--- config.mk ---
export PLATFORM = sky130hd
export DESIGN_NAME = exec_stage
export DESIGN_NICKNAME = d
export VERILOG_FILES = /design/src/cpu_pkg.sv /design/src/exec_stage.sv
export SDC_FILE = /design/constraint.sdc
export NUM_CORES = 1
export LEC_CHECK = 0
export BUFFER_PORTS_ARGS = -buffer_cell sky130_fd_sc_hd__buf_2
export CAP_MARGIN = 30
export CORE_MARGIN = 2
export CORE_UTILIZATION = 55
export DETAILED_ROUTE_END_ITERATION = 12
export GPL_ROUTABILITY_DRIVEN = 0
export PLACE_DENSITY = 0.81
export SETUP_SLACK_MARGIN = 0.2
export SKIP_CTS_REPAIR_TIMING = 1
export SLEW_MARGIN = 10
export SYNTH_ARGS = -nofsm -noshare
export SYNTH_HDL_FRONTEND = slang
export SYNTH_SLANG_ARGS = --single-unit
export TNS_END_PERCENT = 20
--- constraint.sdc ---
create_clock -name clock -period 4.33 [get_ports clock]
set_clock_uncertainty 0.2 [all_clocks]
set_input_delay 0.433 -clock clock [delete_from_list [all_inputs] [get_ports clock]]
set_output_delay 0.433 -clock clock [all_outputs]
set_load 0.01 [all_outputs]
--- src/cpu_pkg.sv ---
package cpu_pkg;

    // one machine word everywhere
    typedef logic [15:0] addr_t;
    typedef logic [15:0] data_t;
    typedef logic [15:0] inst_t;

    // instruction fields
    typedef logic [1:0] reg_idx_t;
    typedef logic [3:0] opcode_t;

    // processor status code
    typedef logic [1:0] status_t;

    // opcodes in inst[15:12]
    localparam opcode_t OP_LI   = 4'h1;
    localparam opcode_t OP_ADD  = 4'h2;
    localparam opcode_t OP_SUB  = 4'h3;
    localparam opcode_t OP_LD   = 4'h4;
    localparam opcode_t OP_ST   = 4'h5;
    localparam opcode_t OP_BEQZ = 4'h6;
    localparam opcode_t OP_HALT = 4'hf;

    // status codes
    localparam status_t STATUS_RUN       = 2'd0;
    localparam status_t STATUS_HALT      = 2'd1;
    localparam status_t STATUS_ILLEGAL   = 2'd2;
    localparam status_t STATUS_MEM_FAULT = 2'd3;

    // cycles without ack before the bus gives up
    localparam int MEM_TIMEOUT = 64;
    localparam int TIMER_W     = $clog2(MEM_TIMEOUT + 1);

    // first fetch address after reset
    localparam addr_t RESET_PC = 16'h0000;

endpackage

--- src/exec_stage.sv ---
`timescale 1ns/1ps

module exec_stage import cpu_pkg::*; (
    input  logic     clock,
    input  logic     rst_n,
    input  logic     valid,
    input  opcode_t  opcode,
    input  reg_idx_t rd,
    input  reg_idx_t rs,
    input  data_t    imm,
    input  logic     writes_reg,
    input  logic     is_mem,
    input  logic     illegal,
    input  addr_t    pc,
    input  logic     data_done,
    input  data_t    rdata,
    input  logic     timeout,
    output logic     stall,
    output logic     squash,
    output addr_t    redirect_pc,
    output logic     data_req,
    output logic     data_we,
    output addr_t    data_addr,
    output data_t    data_wdata,
    output logic     commit_valid,
    output logic     commit_wr_en,
    output reg_idx_t commit_wr_idx,
    output data_t    commit_wr_data,
    output addr_t    commit_pc,
    output data_t    completed_insts,
    output status_t  status
);

    data_t regs [4];
    data_t rd_val;
    data_t rs_val;
    data_t result;
    logic  running;
    logic  active;
    logic  finish;
    logic  taken;

    ////////////////////////////////////////////////////////////
    // operands, alu, branch compare
    ////////////////////////////////////////////////////////////

    assign rd_val = regs[rd];
    assign rs_val = regs[rs];

    always_comb begin
        case (opcode)
            OP_LI:   result = imm;
            OP_ADD:  result = rd_val + rs_val;
            OP_SUB:  result = rd_val - rs_val;
            OP_LD:   result = rdata;
            default: result = '0;
        endcase
    end

    assign taken = (opcode == OP_BEQZ) && (rs_val == '0);

    ////////////////////////////////////////////////////////////
    // issue control
    ////////////////////////////////////////////////////////////

    assign running = (status == STATUS_RUN);
    // id_ex holds a wrong-path op during the squash cycle
    assign active  = valid && running && !squash;
    // alu ops finish at once, loads and stores wait for done
    assign finish  = active && !illegal && (!is_mem || data_done);

    // frozen forever once not running
    assign stall = !running || (active && is_mem && !data_done);

    // request level held until data_done
    assign data_req   = active && is_mem;
    assign data_we    = (opcode == OP_ST);
    assign data_addr  = rs_val;
    assign data_wdata = rd_val;

    ////////////////////////////////////////////////////////////
    // register file, status, retire count
    ////////////////////////////////////////////////////////////

    always_ff @(posedge clock or negedge rst_n) begin
        if (!rst_n) begin
            for (int i = 0; i < 4; i++) regs[i] <= '0;
            status          <= STATUS_RUN;
            commit_valid    <= 1'b0;
            squash          <= 1'b0;
            completed_insts <= '0;
        end else begin
            commit_valid <= 1'b0;
            squash       <= 1'b0;
            // a timeout on either side kills the op in flight
            if (running && timeout) begin
                status <= STATUS_MEM_FAULT;
            end else if (active && illegal) begin
                status <= STATUS_ILLEGAL;
            end else if (finish) begin
                commit_valid    <= 1'b1;
                completed_insts <= completed_insts + 16'd1;
                if (writes_reg) regs[rd] <= result;
                if (opcode == OP_HALT) status <= STATUS_HALT;
                squash <= taken;
            end
        end
    end

    // commit record and branch target
    always_ff @(posedge clock) begin
        if (finish) begin
            commit_wr_en   <= writes_reg;
            commit_wr_idx  <= rd;
            commit_wr_data <= writes_reg ? result : '0;
            commit_pc      <= pc;
        end
        if (finish && taken) redirect_pc <= pc + 16'd1 + imm;
    end

endmodule

Word level (Yosys, flattened, before mapping):

Index checks and enable logic that the tools add are counted.

* flip-flop bits (word level): 135
* bits in latches: 0
* memory bits (writable): 0
* bits in read-only memories: 0
* bits of input ports: 64
* output and inout bits: 106
* logic and storage cells: 77
* memories: 0

* add/sub/neg operators: 5
* multiply operators: 0
* div/mod/pow operators: 0
* order comparisons: 3
* eq/ne operators: 7
* shift operators: 0
* multiplexer cells: 20
* bitwise operators: 4
* reduce and logical (&&, ||, !) cells: 25

Operators by type and width (count)
* $mux W16: 5
* $bmux W16 S2: 2
* $bwmux W64: 1
* $pmux W16 S4: 1
* $add A16 B1 Y16 const B: 2
* $add A16 B16 Y16: 2
* $demux W16 S2: 1
* $logic_not A16 Y1: 1
* $sub A16 B16 Y16: 1
* $eq A4 B3 Y1 const B: 3
* $logic_and A1 B1 Y1: 11
* $eq A4 B2 Y1 const B: 2
* $mux W2: 4
* $ge A3 B3 Y1 const B: 2
* $mux W1: 6
* $not A2 Y3: 2
* $reduce_bool A3 Y1: 2
* $logic_not A1 Y1: 5
* $eq A4 B1 Y1 const B: 1
* $eq A4 B4 Y1 const B: 1
* $reduce_and A4 Y1: 1
* $lt A3 B1 Y1 const B: 1
* $reduce_and A3 Y1: 1
* $logic_not A2 Y1: 1
* 3 further kinds: 5

Depth between registers and ports, before layout:

Gate-level depths: netlist (run 1).

* depth after elaboration: 9
* mapped depth: 17
* mapped depth without buffers: 16

Least setup slack after synthesis (run 1):

No wires, ideal clock.

* path type: input -> register
* start: input rd[0]
* end: register commit_wr_data[15] (data pin)
* setup time: 0.255 ns
* arrival: 3.790 ns
* data required time: 3.875 ns
* path slack: 0.085 ns
* cell stages on the path: 12
* buffers on the path: 2
* path through: buf_1 > buf_1 > mux4_2 > ha_1 > a211oi_1 > and3_1 > nand3_1 > a31oi_1 > o21ai_0 > xnor2_1 > o21ai_2 > and2_1

* cells in the longest elaborated chain, start to end: 6
* elaborated cells between the ends (all ways): 7
* classes of those cells: add/sub (2); mux (4); bitwise (1)

RTL lines
* from (decl): RTL line exec_stage.sv:8 `input reg_idx_t rd,`
* $not A2 Y3 (not written as such) *: RTL line exec_stage.sv:47 `assign rd_val = regs[rd];`
* $bmux W16 S2 *: RTL line exec_stage.sv:47
* $mux W16 (not written as such) * (2 in series): RTL line exec_stage.sv:47
* named net data_wdata[6]: RTL line exec_stage.sv:24 `output data_t data_wdata,`
* $sub A16 B16 Y16 / $add A16 B16 Y16 (equally long branches): RTL line exec_stage.sv:54, exec_stage.sv:53
* $pmux W16 S4 *: RTL line exec_stage.sv:51 `case (opcode)`
* to (signal assigned): RTL line exec_stage.sv:115 `commit_wr_data <= writes_reg ? result : '0;`
* to (decl): RTL line exec_stage.sv:28 `output data_t commit_wr_data,`

The timed path passes the listed nets; every way through them passes the cells marked *. The select of a mux whose other input is x is not followed.
A chain may end at the register's enable or synchronous reset.

Final worst setup path (run 1):

* start: register regs[50] in the netlist's numbering
* end: register commit_wr_data[13] (data pin)

* cells in the longest elaborated chain, start to end: 5
* elaborated cells between the ends (all ways): 9
* classes of those cells: add/sub (2); mux (7)

RTL lines
* from (decl): RTL line exec_stage.sv:34 `data_t regs [4];`
* from (signal, indexed assignment): RTL line exec_stage.sv:103 `if (writes_reg) regs[rd] <= result;`
* $bmux W16 S2 (on tied branches): RTL line exec_stage.sv:47, exec_stage.sv:48
* $mux W16 (on tied branches) (2 in series): RTL line exec_stage.sv:47, exec_stage.sv:48
* $sub A16 B16 Y16 / $add A16 B16 Y16 (equally long branches): RTL line exec_stage.sv:54, exec_stage.sv:53
* $pmux W16 S4 *: RTL line exec_stage.sv:51

Mark *: on every way between the ends. The rest lies on a longest branch, timed or not. The select of a mux whose other input is x is not followed.

==> results by stage, run 1 <==
Status:
- The run finished with clean final reports.

STA:
- Setup repair after global routing could not meet its margin everywhere.
- The final setup slack of the worst path is 0.256 ns.
- The number of slew-limit violations in the final report is 0.
- The final hold violation count was 0.
- The transition at the pin with the smallest max-transition slack is 0.891 ns.
- Setup total negative slack on the finished layout was measured at 0 ns.
- Setup violations remaining at the end of the flow were counted as 0.
- The clock period minus final worst setup slack is 4.07 ns.
- The normalized max-slew margin is 40.6%.
- The final period utilization is 94.1%.
- The maximum frequency from static timing analysis is 0.245 GHz.
- Final hold analysis gives a worst-case slack of 0.00654 ns.

Power and ir drop:
- The maximum vdd drop is 255 uV.
- The share of total power dissipated in the clock network is 45.1%.
- The internal portion of total power is 2.36 mW.
- Net switching is 23.2% of the power.
- The share of power burned in combinational logic is 11.3%.
- Summing internal, switching and leakage power gives 3.07 mW.
- Summed over all nets, the switching power comes to 0.714 mW.
- Summed over all cells, the static leakage comes to 4.50 nW.
- The power density of the placed cells is 318 mW/mm2.
- The part of the power in registers is 43.6%.

Placement:
- The post-detailed-placement half-perimeter wirelength is 16.5 mm.
- In this run the tool buffered the top-level ports with 169 buffer cells.
- In this run, placement finished with an instance count of 1026.
- The worst slack at placement is -0.0840 ns.
- The cell area reported after detailed placement is 0.00898 mm2.

Finish:
- The filler cell count is 930.
- The multi-input gate area in the final layout is 0.00388 mm2.
- The leading cell type in the layout, fill and taps excluded is sky130_fd_sc_hd__buf_2.
- Excluding fillers, the count of instances in the completed layout stands at 1065.
- The number of antenna diodes in the final layout is 0.
- The area growth from synthesis to final layout is 26.6%.
- The sequential cells in the finished layout cover a total of 0.00363 mm2.
- In the final design database the tool counted 972 nets.
- The layout cell share with drive strength beyond 1 is 34.5%.
- The area of all placed cells without fillers is 0.00967 mm2.
- The core utilization of the finished layout is 70.5%.
- The top cell types in the final layout, fill and taps aside, are sky130_fd_sc_hd__buf_2, sky130_fd_sc_hd__dfrtp_1, sky130_fd_sc_hd__nand2_1, sky130_fd_sc_hd__o21ai_0, sky130_fd_sc_hd__edfxtp_1.

Worst setup path:
- The data arrival time of the critical path is 4.06 ns.
- In this design, the stage delay of the slowest critical-path cell is 0.59 ns.
- The kind of cell adding the most delay to the critical path is simple AND/OR/NAND/NOR gates.
- The number of cells on the worst reg-to-reg path is 16.
- Walking the worst path, the cells encountered are mux4_1 > buf_4 > nor3_2 > and3_4 > a21oi_1 > xnor2_1 > ha_1 > nand2_1 > and2_1 > a31oi_1 > a31oi_2 > buf_4 > xnor2_1 > a222oi_1 > buf_4 > nor2b_1.
- The worst register-to-register path ends at commit_wr_data[13].
- In this run the register-to-register setup slack is 0.26 ns.
- Together, buffers and inverters on the worst path number 3.
- Of all nets on the critical path, the largest fanout is 5.
- The worst setup path is captured at a flip-flop.
- STA classifies the critical path startpoint as a flip-flop.
- The most numerous cell type found on the critical path is sky130_fd_sc_hd__buf_4.
- The setup path with the least slack is of type reg -> reg.
- The reg-to-reg startpoint is regs[50].
- For the worst setup path, the data required time is 4.32 ns.
- Among all stages on the critical path, the largest delay is contributed by sky130_fd_sc_hd__mux4_1.

Die:
- Measured along the y axis, the die boundary spans 122 um.
- During I/O placement, the number of pins put on the boundary was 170.
- Once the floorplan was initialized, standard cells occupied 55.7% of the core.
- The standard-cell row count is 43.
- The die area is 0.0148 mm2.
- The floorplan core area is 0.0137 mm2.
- The overall die width is 122 um.

Global routing:
- For this run the aggregate overflow at the end of global routing stands at 0.
- The first global-routing pass estimated 33.6 mm of wire.
- The pin count of the biggest net entering global routing is 59.
- The initial antenna violation count is 0.
- Across every metal layer, demand over resource in global routing totals 30.5%.
- The number of global-route vias before repair was 6302.

CTS:
- The clock slew seen by the registers of the worst setup and hold paths is 0.06 ns.
- The CTS H-tree depth is 4.
- At the later pin of the worst-skew pair, clock insertion delay measures 0.43 ns.
- The buffer type at the clock tree root is sky130_fd_sc_hd__clkbuf_16.
- The total number of clock tree sinks is 135.
- TritonCTS created 17 clock buffers.
- Counting along the longest clock path gives a buffer depth of 2.
- TritonCTS built the clock tree.

Logic synthesis:
- Yosys printed 0 warnings.
- The synthesized netlist occupies a cell area of 0.00764 mm2.
- Of the post-synthesis cell area, the dominant cell type holds 27.5%.
- In the post-synthesis netlist, the biggest area contributors are sky130_fd_sc_hd__dfrtp_1, sky130_fd_sc_hd__edfxtp_1, sky130_fd_sc_hd__mux4_2, sky130_fd_sc_hd__ha_1, sky130_fd_sc_hd__o21ai_0.
- Synthesis produced 657 cells.
- The async set-or-reset flop fraction in the synthesized netlist is 62.2%.
- The count of flip-flops with a built-in enable after synthesis is 51.
- The number of nets handed over by synthesis was 756.
- The post-synthesis cell type count is 67.
- The synthesized design spends more area on one cell type than any other, namely sky130_fd_sc_hd__dfrtp_1.
- In this run, synthesis produced a sequential element count of 135.
- The most used flip-flop cell after synthesis is sky130_fd_sc_hd__dfrtp_1.
- The portion of the post-synthesis area used by sequential elements is 47.6%.
- In this run the mean area of a mapped cell was 11.6 um2.

Detailed routing:
- The final routed DRC violation total is 0.
- The count of vias placed by the detailed router is 6594.
- The average detailed-routed wire length per instance is 21.1 um.
- After detailed routing, the total wire length is 22.4 mm.
- The pre-antenna-repair detailed-routing pass consisted of 5 iterations.
- The ratio of routed vias to standard cells is 6.19.
- In this run the remaining antenna-violating nets after routing total 0.
- The violation count after the first detailed-routing iteration is 672.

Flow run:
- The number of max-cap violations is 0.

Min path:
- The end of the worst hold path is commit_pc[5].
- The beginning of the worst hold path is pc[5].
- Along the worst hold path, the cell count comes to 1.
- The class of the worst hold path is in -> reg.
## layout make-up
type	count	area share (%)
Multi-Input combinational cell	482	40.1
Clock inverter	3	0.414
Timing Repair Buffer	221	13.6
Clock buffer	28	5.37
Tap cell	180	2.33
Sequential cell	135	37.6
Inverter	16	0.621
## worst max-delay path by stage
stage | startpoint | end | slack [ns] | cells after the start
3_5_place_dp | rs[0] | commit_wr_data[15] | -0.08 | 17
2_1_floorplan | rs[0] | commit_wr_data[15] | 0.26 | 17
4_1_cts | regs[17] | commit_wr_data[15] | 0.12 | 16
5_1_grt | regs[17] | commit_wr_data[9] | 0.14 | 18
6_report | regs[50] | commit_wr_data[13] | 0.26 | 16
3_3_place_gp | rs[0] | commit_wr_data[15] | 0.06 | 17
## cells in the mapped netlist, drive strengths merged, types with 7 or more instances
master   n
mux4    32
edfxtp  51
o21a     8
ha      33
nor2b   20
xor2    19
buf      8
xnor2   32
clkbuf  16
mux2    18
and2     9
o21ai   69
dfrtp   84
nand2   75
nand2b   7
a21oi   20
nand3   11
nor2    39
inv     16
nor3    11
## worst reg2reg max path, delay by kind of cell (launching register included)
kind | cells | cell delay, ns
AND/OR/NAND/NOR | 5 | 0.78
buffers and inverters | 3 | 0.53
adder cells (fa/ha/maj) | 1 | 0.34
flip-flops | 1 | 0.41
XOR/XNOR | 2 | 0.25
AO/OA/AOI/OAI | 4 | 0.70
multiplexers | 1 | 0.59
## cell families (layout without fill, tap and decap cells)
family / count (synthesis) / after routing / synth area share [%]
simple gates: 203 / 203 / 13.6
compound gates: 139 / 139 / 11.6
flops: 135 / 135 / 47.6
mux: 54 / 54 / 13.0
xor+xnor: 51 / 51 / 5.95
buf+inv: 40 / 268 / 2.34
fa+ha+maj: 35 / 35 / 5.93
## power groups by stage
stage	Combinational [mW]	Sequential, mW	Clock [mW]
2_1_floorplan	0.195	1.36	0
3_3_place_gp	0.311	1.36	0
3_5_place_dp	0.329	1.36	0
4_1_cts	0.334	1.34	1.39
5_1_grt	0.374	1.34	1.44
6_report	0.349	1.34	1.38
## sequential cells by signal (all words and copies together) (netlist names)
register	count
commit_valid	1
status	2
squash	1
regs	64
commit_wr_data	16
redirect_pc	16
completed_insts	16
commit_wr_en	1
commit_wr_idx	2
commit_pc	16
## metal layers
layer  wire length, um  track usage, %  part of all wire (%)
met2             11100            50.8                    50
met3              2100            7.54                   9.3
met5                 0               0                     0
met4               739            12.8                   3.3
met1              8470            38.1                    38
(Power assumes the default switching activity.)
==> run 2: changes to the inputs <==
--- a/config.mk
+++ b/config.mk
@@ -8,10 +8,10 @@
 export BUFFER_PORTS_ARGS = -buffer_cell sky130_fd_sc_hd__buf_2
 export CAP_MARGIN = 30
 export CORE_MARGIN = 2
-export CORE_UTILIZATION = 55
+export CORE_UTILIZATION = 50
 export DETAILED_ROUTE_END_ITERATION = 12
 export GPL_ROUTABILITY_DRIVEN = 0
-export PLACE_DENSITY = 0.81
+export PLACE_DENSITY = 0.75
 export SETUP_SLACK_MARGIN = 0.2
 export SKIP_CTS_REPAIR_TIMING = 1
 export SLEW_MARGIN = 10
==> run 2 against run 1 <==
  * Cell area grew 1.8%
  * Sequential share of layout area is 0.66 points lower
  * Non-clock buffer count is 14 higher
  * Routed wire length decreased by 3.6%
  * Critical path depth up 2
  * Register-to-register slack better by 0.04 ns
  * Largest power group unchanged
==> results by stage, run 2 (synthesized netlist as in run 1, its figures left out) <==
Global routing:
- The overall routing resource usage is 26.8%.
- The global-route met3 utilization is 7.24%.
- The fraction of met1 tracks used by global routing is 35.9%.
- After global routing, the most crowded layer is met2.
- The initial antenna violation count is 0.
- The global-route wire length before repair is 32.9 mm.
- The met2 track utilization from global routing is 42.6%.
- Global routing finished with a remaining overflow of 0.
- The pin count of the biggest net entering global routing is 53.
- The number of global-route vias before repair is 6120.

CTS:
- TritonCTS built the clock tree.
- The clock latency on the worst-skew pair is 0.43 ns.
- The total clock buffers created by CTS is 17.
- The H-tree was split into 4 levels.
- Clock-pin slew was measured on the worst setup and hold paths at 0.06 ns.
- The longest clock path from root to sink contains 2 buffers.
- The clock net in this run drives a total of 135 sinks.
- Clock tree synthesis selected as its root buffer the cell sky130_fd_sc_hd__clkbuf_16.

STA:
- Setup violations remaining at the end of the flow were counted as 0.
- The final hold violation count is 0.
- The number of slew-limit violations in the final report is 0.
- For the pin with the worst max-slew slack, the measured transition is 0.832 ns.
- After routing, the total negative slack on setup checks comes to 0 ns.
- The clock period minus final worst setup slack is 4.04 ns.
- In the finished design, the share of the clock period the worst path needs comes to 93.2%.
- Derived from the worst setup path, the maximum achievable clock frequency is 0.248 GHz.
- The normalized max-slew margin is 44.6%.
- Setup repair after global routing could not meet its margin everywhere.
- The final setup slack of the worst path is 0.292 ns.

Finish:
- Cells fill 65.2% of the core in the end.
- The number of nets in the final layout is 986.
- The filler cell count is 1176.
- The post-route netlist has 37.0% of its cells at a drive strength greater than 1.
- The number of flip-flops under the largest register name is 64.
- The library cell used most frequently in the layout, excluding fill and tap cells, is sky130_fd_sc_hd__buf_2.
- The register containing the most flip-flops in the final layout is regs.
- The area growth from synthesis to final layout is 28.8%.
- 0 antenna diodes ended up in the layout.
- The library cells used most frequently in the layout, excluding fill and tap cells, are sky130_fd_sc_hd__buf_2, sky130_fd_sc_hd__dfrtp_1, sky130_fd_sc_hd__nand2_1, sky130_fd_sc_hd__o21ai_0, sky130_fd_sc_hd__buf_4.

Die:
- The top-level I/O count is 170.
- For this configuration, the core starts out at a cell density of 50.6%.
- The die area is 0.0163 mm2.
- The die is 128 um tall.
- The floorplan step set the die width to 128 um.
- In this run the core area contains 45 standard-cell rows.
- The floorplan core area is 0.0151 mm2.

Placement:
- The count of port buffers added during placement is 169.
- The HPWL after detailed placement is 15.9 mm.
- Timing analysis after detailed placement gives a worst setup slack of -0.116 ns.

Worst setup path:
- Tracing the worst setup path back leads to its startpoint at regs[0].
- In this run the register-to-register setup slack is 0.29 ns.
- The type of destination of the critical path is a flip-flop.
- The maximum fanout along the worst path is 5.
- The startpoint identified for the worst register-to-register timing path is regs[0].
- STA puts the critical path data arrival time at 4.02 ns.
- The critical path start-end classification is reg -> reg.
- The startpoint type of the worst setup path is a flip-flop.
- The endpoint required time on the critical path is 4.32 ns.

Power and ir drop:
- The cell leakage power is 4.60 nW.
- IR analysis of the VDD net gives a maximum drop of 251 uV.
- Dividing total power by cell area gives a power density of 326 mW/mm2.
- The power after layout is 3.21 mW.

Detailed routing:
- Detailed routing inserted a total of 6395 vias.
- In this run, the number of DRC markers left after iteration 0 of detailed routing was 421.
- Once detail routing completed, the nets flagged for antenna violations numbered 0.
- In the routed design, unresolved DRC markers number 0.
- The first detailed-routing pass took 5 iterations.
- After detailed routing, the average wire length per cell comes to 19.9 um.
- The ratio of routed vias to standard cells is 5.88.
- The routed design has 21.6 mm of wire.

Min path:
- The class of the worst hold path is in -> reg.
- The beginning of the worst hold path is pc[5].

Flow run:
- The number of max-cap violations is 0.

Status:
- The run finished with clean final reports.
## run 2: power breakdown
group | switching, mW | internal, mW
clock | 0.557 | 0.971
combinational | 0.191 | 0.155
sequential | 0.00174 | 1.34
## run 2: area by class of cell
| class | instances | area [um2] | area share, % |
|---|---|---|---|
| tap | 188 | 235 | 2.39 |
| timing repair buffer | 235 | 1390 | 14.1 |
| sequential | 135 | 3630 | 36.9 |
| inverter | 16 | 60.1 | 0.610 |
| clock inverter | 10 | 140 | 1.42 |
| clock buffer | 22 | 485 | 4.93 |
| multi-input combinational | 482 | 3890 | 39.6 |
## run 2: worst max-delay path, cell delays in order (launching register included)
cell and delay, ns:
sky130_fd_sc_hd__dfrtp_1 0.40, sky130_fd_sc_hd__mux4_2 0.51, sky130_fd_sc_hd__inv_2 0.09, sky130_fd_sc_hd__ha_4 0.14, sky130_fd_sc_hd__nor2b_4 0.14, sky130_fd_sc_hd__buf_4 0.12, sky130_fd_sc_hd__nand2_1 0.04, sky130_fd_sc_hd__o21ai_1 0.15
sky130_fd_sc_hd__xor2_1 0.16, sky130_fd_sc_hd__ha_1 0.29, sky130_fd_sc_hd__o21a_1 0.14, sky130_fd_sc_hd__o211ai_1 0.25, sky130_fd_sc_hd__a31oi_1 0.15, sky130_fd_sc_hd__a31oi_1 0.24, sky130_fd_sc_hd__buf_4 0.16, sky130_fd_sc_hd__o21ai_2 0.07
sky130_fd_sc_hd__xnor2_1 0.23, sky130_fd_sc_hd__o21ai_2 0.14, sky130_fd_sc_hd__and2_1 0.17
## run 2: path summary, 6_finish.rpt
path	endpoint	cells after the start
worst max-delay path	commit_wr_data[15]	18
max in group asynchronous	commit_valid	3
min in group asynchronous	regs[14]	2
worst max register to register	commit_wr_data[15]	18
worst min register to register	completed_insts[15]	1
worst min-delay path	commit_pc[5]	1
## run 2: layer usage
metal  routed length (um)  part of all wire [%]
met1                 8840                    41
met2                10300                    48
met3                 1930                   8.9
met4                  515                   2.4
met5                    0                     0
## run 2: stage by stage
step	hold slack [ns]	cell area [um2]	std cells
6_report	0.00801	9840	1088
2_1_floorplan	-0.0626	7640	657
3_5_place_dp	0.267	9040	1046
3_3_place_gp	0.258	9040	1046
5_1_grt	0.00281	9840	1088
4_1_cts	-0.145	9670	1078
